File: config.mk
export PLATFORM = sky130hd
export DESIGN_NAME = executeStage
export DESIGN_NICKNAME = d
export VERILOG_FILES = /design/src/mipsPkg.sv /design/src/executeStage.sv
export VERILOG_INCLUDE_DIRS = /design/src
export SDC_FILE = /design/constraint.sdc
export NUM_CORES = 1
export LEC_CHECK = 0
export BUFFER_PORTS_ARGS = -buffer_cell sky130_fd_sc_hd__buf_2
export CORE_ASPECT_RATIO = 0.6
export CORE_MARGIN = 5
export CORE_UTILIZATION = 35
export DETAILED_ROUTE_END_ITERATION = 8
export PLACE_DENSITY = 0.58
export SYNTH_ARGS = -nofsm -noshare
export SYNTH_HDL_FRONTEND = slang
export SYNTH_SLANG_ARGS = --single-unit
File: constraint.sdc
create_clock -name i_clk -period 0.84 [get_ports i_clk]
set_input_delay 0.21 -clock i_clk [delete_from_list [all_inputs] [get_ports i_clk]]
set_output_delay 0.21 -clock i_clk [all_outputs]
set_load 0.005 [all_outputs]
File: src/mipsCpu_config.svh
`ifndef MIPSCPU_CONFIG_SVH
`define MIPSCPU_CONFIG_SVH

// Datapath and register file geometry
`define WORD_WIDTH      32
`define REG_ADDR_WIDTH  5
`define NUM_REGS        32

// Memory sizes in words
`define IMEM_DEPTH      256
`define DMEM_DEPTH      256
`define IMEM_ADDR_WIDTH 8

`endif

File: src/mipsPkg.sv
`default_nettype none

`include "mipsCpu_config.svh"

package mipsPkg;

    typedef logic [`WORD_WIDTH-1:0]      word_t;
    typedef logic [`REG_ADDR_WIDTH-1:0]  regAddr_t;
    typedef logic [`IMEM_ADDR_WIDTH-1:0] imemAddr_t;
    typedef logic [5:0]                  opcode_t;
    typedef logic [5:0]                  funct_t;
    typedef logic [1:0]                  aluOp_t;
    typedef logic [3:0]                  aluCtrl_t;

    //////////////////////////////////////////////////
    // Instruction encodings
    localparam opcode_t OP_RTYPE = 6'h00;
    localparam opcode_t OP_J     = 6'h02;
    localparam opcode_t OP_BEQ   = 6'h04;
    localparam opcode_t OP_ADDI  = 6'h08;
    localparam opcode_t OP_ANDI  = 6'h0C;
    localparam opcode_t OP_ORI   = 6'h0D;
    localparam opcode_t OP_LW    = 6'h23;
    localparam opcode_t OP_SW    = 6'h2B;

    localparam funct_t FN_SLL = 6'h00;
    localparam funct_t FN_SRL = 6'h02;
    localparam funct_t FN_ADD = 6'h20;
    localparam funct_t FN_SUB = 6'h22;
    localparam funct_t FN_AND = 6'h24;
    localparam funct_t FN_OR  = 6'h25;
    localparam funct_t FN_XOR = 6'h26;
    localparam funct_t FN_SLT = 6'h2A;

    // Main control ALU classes
    localparam aluOp_t ALUOP_ADD   = 2'd0;
    localparam aluOp_t ALUOP_SUB   = 2'd1;
    localparam aluOp_t ALUOP_RTYPE = 2'd2;
    localparam aluOp_t ALUOP_LOGIC = 2'd3;

    // ALU operations
    localparam aluCtrl_t ALU_ADD = 4'd0;
    localparam aluCtrl_t ALU_SUB = 4'd1;
    localparam aluCtrl_t ALU_AND = 4'd2;
    localparam aluCtrl_t ALU_OR  = 4'd3;
    localparam aluCtrl_t ALU_XOR = 4'd4;
    localparam aluCtrl_t ALU_SLT = 4'd5;
    localparam aluCtrl_t ALU_SLL = 4'd6;
    localparam aluCtrl_t ALU_SRL = 4'd7;

    //////////////////////////////////////////////////
    // Control groups, consumed one stage at a time
    typedef struct packed {
        logic   aluSrc;
        aluOp_t aluOp;
        logic   regDst;
    } exCtrl_t;

    typedef struct packed {
        logic branch;
        logic memRead;
        logic memWrite;
    } memCtrl_t;

    typedef struct packed {
        logic memToReg;
        logic regWrite;
    } wbCtrl_t;

    //////////////////////////////////////////////////
    // Pipeline registers
    typedef struct packed {
        word_t    pc4;
        word_t    rsVal;
        word_t    rtVal;
        word_t    imm;
        regAddr_t rt;
        regAddr_t rd;
        regAddr_t shamt;
        funct_t   funct;
        exCtrl_t  ex;
        memCtrl_t mem;
        wbCtrl_t  wb;
    } idEx_t;

    typedef struct packed {
        word_t    branchTarget;
        logic     zero;
        word_t    aluResult;
        word_t    storeData;
        regAddr_t dest;
        memCtrl_t mem;
        wbCtrl_t  wb;
    } exMem_t;

    typedef struct packed {
        word_t    aluResult;
        word_t    loadData;
        regAddr_t dest;
        wbCtrl_t  wb;
    } memWb_t;

endpackage

`default_nettype wire

File: src/executeStage.sv
`timescale 1ns/1ps
`default_nettype none

module executeStage
    import mipsPkg::*;
(
    input  wire logic  i_clk,
    input  wire logic  i_arstN,
    input  wire idEx_t i_idEx,
    output exMem_t     o_exMem
);

    aluCtrl_t aluCtrl;
    aluCtrl_t functCtrl;
    word_t    opA;
    word_t    opB;
    word_t    aluResult;
    word_t    branchTarget;
    regAddr_t dest;
    logic     zero;

    //////////////////////////////////////////////////
    // ALU control
    always_comb begin
        case (i_idEx.funct)
            FN_ADD:  functCtrl = ALU_ADD;
            FN_SUB:  functCtrl = ALU_SUB;
            FN_AND:  functCtrl = ALU_AND;
            FN_OR:   functCtrl = ALU_OR;
            FN_XOR:  functCtrl = ALU_XOR;
            FN_SLT:  functCtrl = ALU_SLT;
            FN_SLL:  functCtrl = ALU_SLL;
            FN_SRL:  functCtrl = ALU_SRL;
            default: functCtrl = ALU_ADD;
        endcase
    end

    always_comb begin
        case (i_idEx.ex.aluOp)
            ALUOP_ADD:   aluCtrl = ALU_ADD;
            ALUOP_SUB:   aluCtrl = ALU_SUB;
            ALUOP_RTYPE: aluCtrl = functCtrl;
            default:     aluCtrl = (i_idEx.funct == FN_OR) ? ALU_OR : ALU_AND;
        endcase
    end

    //////////////////////////////////////////////////
    // ALU
    assign opA = i_idEx.rsVal;
    assign opB = i_idEx.ex.aluSrc ? i_idEx.imm : i_idEx.rtVal;

    always_comb begin
        case (aluCtrl)
            ALU_ADD: aluResult = opA + opB;
            ALU_SUB: aluResult = opA - opB;
            ALU_AND: aluResult = opA & opB;
            ALU_OR:  aluResult = opA | opB;
            ALU_XOR: aluResult = opA ^ opB;
            ALU_SLT: aluResult = word_t'($signed(opA) < $signed(opB));
            // Constant shifts act on rt
            ALU_SLL: aluResult = opB << i_idEx.shamt;
            ALU_SRL: aluResult = opB >> i_idEx.shamt;
            default: aluResult = '0;
        endcase
    end

    assign zero = (aluResult == '0);

    // Word offset from the instruction after the branch
    assign branchTarget = i_idEx.pc4 + {i_idEx.imm[29:0], 2'b00};

    assign dest = i_idEx.ex.regDst ? i_idEx.rd : i_idEx.rt;

    // EX/MEM
    always_ff @(posedge i_clk or negedge i_arstN) begin
        if (!i_arstN) begin
            o_exMem <= '0;
        end else begin
            o_exMem.branchTarget <= branchTarget;
            o_exMem.zero         <= zero;
            o_exMem.aluResult    <= aluResult;
            o_exMem.storeData    <= i_idEx.rtVal;
            o_exMem.dest         <= dest;
            o_exMem.mem          <= i_idEx.mem;
            o_exMem.wb           <= i_idEx.wb;
        end
    end

endmodule

`default_nettype wire

==> run metrics <==
outcome finished with violations; violated checks setup timing; Slew @ Worst Pin 0.818 ns; EDFF count, synth 0; Mean Syn Cell Area 8.50 sq um; final setup vio count 168; CP Launch Type input pin; initial antenna violation count 1; Cell variety after synth 107; RSZ-0062 raised after global routing true; register area share after synthesis 17.5%; Max Cap Viol 0; Int Power 18.5 mW; Flop pwr share 19.2%; CTS tree yes; CP max stage cell nor4b_2; Leak 12.8 nW; Mapped Cells 1,797; syn_nets 2,100; biggest regs o_exMem (107); Critical path destination o_exMem[74]$_DFF_PN0_; post-route minimum period 3.93 ns; Yosys top cell area share 17.5%; most frequent CP cell buf_4; largest net degree at the start of global routing 39; Comb power frac 65.7%; switching power total 13.3 mW; pwr/cell area 1170 nW/um^2; total CTS buffers 9; H-tree levels 3; port buffer count 266; Async S/R FF share, synth 100%; Area contributors post-synth dfrtp_1 (18%), ha_1 (11%), mux4_2 (8.7%); GRT Total Usage 35.6%; drt wl/cell 25.7 um; first-pass GRT wire length 129,000 um; Initial Util 35.3%; Max FO, Critical Path 5; drt initial violations 2,475; grt ovf 0; Hold Path Class input pin to flop; switching share of power 41.7%; Slew HR 45.3%; synthesis-to-finish area growth 77.3%; FP Rows 59; fin. max-slew vios 0; cell area after layout 27,100 sq um; leading area contributor after synthesis dfrtp_1; Core Region 43,300 sq um; Die X 280 um; CTS Buffer Depth 2; Nets 3,210; crit-path max cell delay 0.38 ns; routed vias/inst 5.81; Yosys reg bits 107; vias 20.3k; # DRC 0; cells along the critical path buf_16, buf_8, mux2i_4, ha_4, buf_6, buf_4, a21oi_1, o211ai_1, buf_4, buf_4, a21oi_2, nor3_2, a221o_1, a2111oi_2, buf_4, nand3_1, nor4b_2, nand4bb_1, nor4b_2, and4b_1; hpwl dp 73,300 um; synthesized area 15,300 sq um; Root Buffer clkbuf_16; vias in the first global route 19.9k; Placer Congestion 1.03; CP startpoint i_idEx[8]; CTS Sinks 107; Clk pwr share 15.2%; worst vdd ir 0.907 mV; largest register by flop count o_exMem; maximum clock rate 255 MHz; antenna violation net count after detailed routing 0; Tcrit/Tclk final 467%; placed instance count 3,362; Die H 172 um; final WL 89,600 um; final hold vios 0; area post-placement 23,700 sq um; clock slew at reported path FFs 0.09 ns; YS warnings 0; Detailed Routing Iterations Pass 1 6; CP Data Required Time 1.18 ns; layout cell share with drive strength beyond 1 56.1%; diode count 0; Crit Path Category input pin to flop; max reg flops 107; die area 48,000 sq um; final worst setup slack -3.09 ns; num ports 267; Post-synth top flop dfrtp_1; Crit path arrival time 4.26 ns; Layout Cells excl Fill 3,491; CP Capture Type flop
[metrics by stage]
step | power (mW) | setup TNS [ns] | hold slack (ns) | util, % | worst slack (ns)
after global routing | 33.2 | -136.46 | 0.00203 | 62.6 | -3.13
after detailed placement | 23.4 | -140.28 | 0.167 | 54.8 | -3.79
final | 31.8 | -129.15 | 0.0147 | 62.6 | -3.09
after CTS | 30.3 | -125.12 | 0.00369 | 60.4 | -3.03
after floorplan | 14.0 | -104.83 | -0.0856 | - | -3.26
after global placement | 23.3 | -136.11 | 0.165 | 54.8 | -3.73
[cell families after synthesis]
| group | count (synthesis) | share of synthesized area [%] |
|---|---|---|
| adders and majority gates | 143 | 11.9 |
| xor gates and xnor gates | 40 | 2.29 |
| DFF | 107 | 17.5 |
| AOI/OAI and AO/OA | 551 | 25.2 |
| buffers and inverters | 227 | 7.33 |
| and+or+nand+nor | 536 | 17.3 |
| muxes | 193 | 18.5 |
[cell usage in the layout (no fill, tap or decap), types with 15 or more instances in the layout]
cell type / count
buf_4: 812
buf_2: 258
nor2_1: 142
ha_1: 111
nand2_1: 109
dfrtp_1: 107
inv_1: 91
a21oi_1: 90
buf_6: 83
o21ai_0: 69
mux2i_1: 65
mux4_2: 59
nor3_1: 40
nand3_1: 34
buf_12: 29
mux2_2: 27
a21oi_2: 26
a211oi_1: 26
ha_4: 24
nor2b_1: 23
a21o_1: 23
o22ai_1: 21
xnor2_1: 21
dlygate4sd3_1: 20
nand2b_1: 19
mux2i_4: 18
inv_2: 17
o21ai_2: 17
o211ai_1: 15
[final cells by class]
cell class              instances  area (sq um)
inverters                     111           424
flip-flops and latches        107          2680
fillers                      3754         16200
multi-input cells            1463         13600
clock inverters                 7          77.6
clock buffers                   9           225
repair buffers               1215          9380
well taps                     579           724
[worst max-delay path: cells and delay by family]
kind / cells / cell delay [ns]
adders and majority gates: 1 / 0.26
and+or+nand+nor: 6 / 1.27
muxes: 1 / 0.33
buffers and inverters: 7 / 1.07
AOI/OAI and AO/OA: 5 / 1.07
[power by group through the flow]
stage / registers (mW) / clock network (mW) / logic (mW)
3_5_place_dp: 6.19 / 0 / 17.2
3_3_place_gp: 6.17 / 0 / 17.1
5_1_grt: 6.16 / 5.10 / 22.0
2_1_floorplan: 6.33 / 0 / 7.65
6_report: 6.08 / 4.82 / 20.9
4_1_cts: 6.09 / 4.88 / 19.4
[what timing repair did]
action / 4_1_cts / 5_1_grt
setup endpoints to repair: 169 / 168
endpoints found under the hold margin: 126 / 0
resized for setup: 319 / 108
hold buffers: 20 / 0
setup buffers: 57 / 46
cloned: 1 / 2
pin swaps: 92 / 84
[worst min path at each step]
| stage | startpoint | end | cells past startpoint |
|---|---|---|---|
| after global placement | i_arstN | o_exMem[70]$_DFF_PN0_ | 2 |
| final | i_idEx[79] | o_exMem[27]$_DFF_PN0_ | 1 |
| after CTS | i_idEx[79] | o_exMem[27]$_DFF_PN0_ | 1 |
| after global routing | i_idEx[79] | o_exMem[27]$_DFF_PN0_ | 1 |
| after detailed placement | i_arstN | o_exMem[70]$_DFF_PN0_ | 2 |
| after floorplan | i_arstN | o_exMem[0]$_DFF_PN0_ | 0 |
[Yosys cell counts, types with 7 or more instances]
cell type and number:
a2111oi_0 10, a211o_1 10, a211oi_1 33, a21o_1 24, a21oi_1 125, a221o_1 12
a221oi_1 17, a311oi_1 7, a31oi_1 14, and2_1 12, and3_1 14, buf_2 19
buf_4 10, buf_6 14, clkbuf_1 60, dfrtp_1 107, ha_1 140, inv_1 104
inv_2 7, mux2_1 8, mux2_2 33, mux2i_1 83, mux4_2 59, nand2_1 115
nand2b_1 25, nand3_1 44, nand4_1 13, nor2_1 161, nor2b_1 27, nor3_1 56
nor4_1 15, o2111ai_1 8, o211ai_1 15, o21a_1 11, o21ai_0 99, o21bai_1 12
o221ai_1 17, o22ai_1 25, o311ai_0 7, o31ai_1 12, o32ai_1 8, or2_2 11
xnor2_1 28, xor2_1 12
[layer usage]
metal	vias to the layer above	track usage, %	part of all wire (%)
li1	9036	-	-
met1	10100	52.4	46
met2	1022	53.5	42
met3	99	8.87	10
met4	4	6.80	2.0
met5	-	0	0.038
Power figures use the tool's default switching activity.
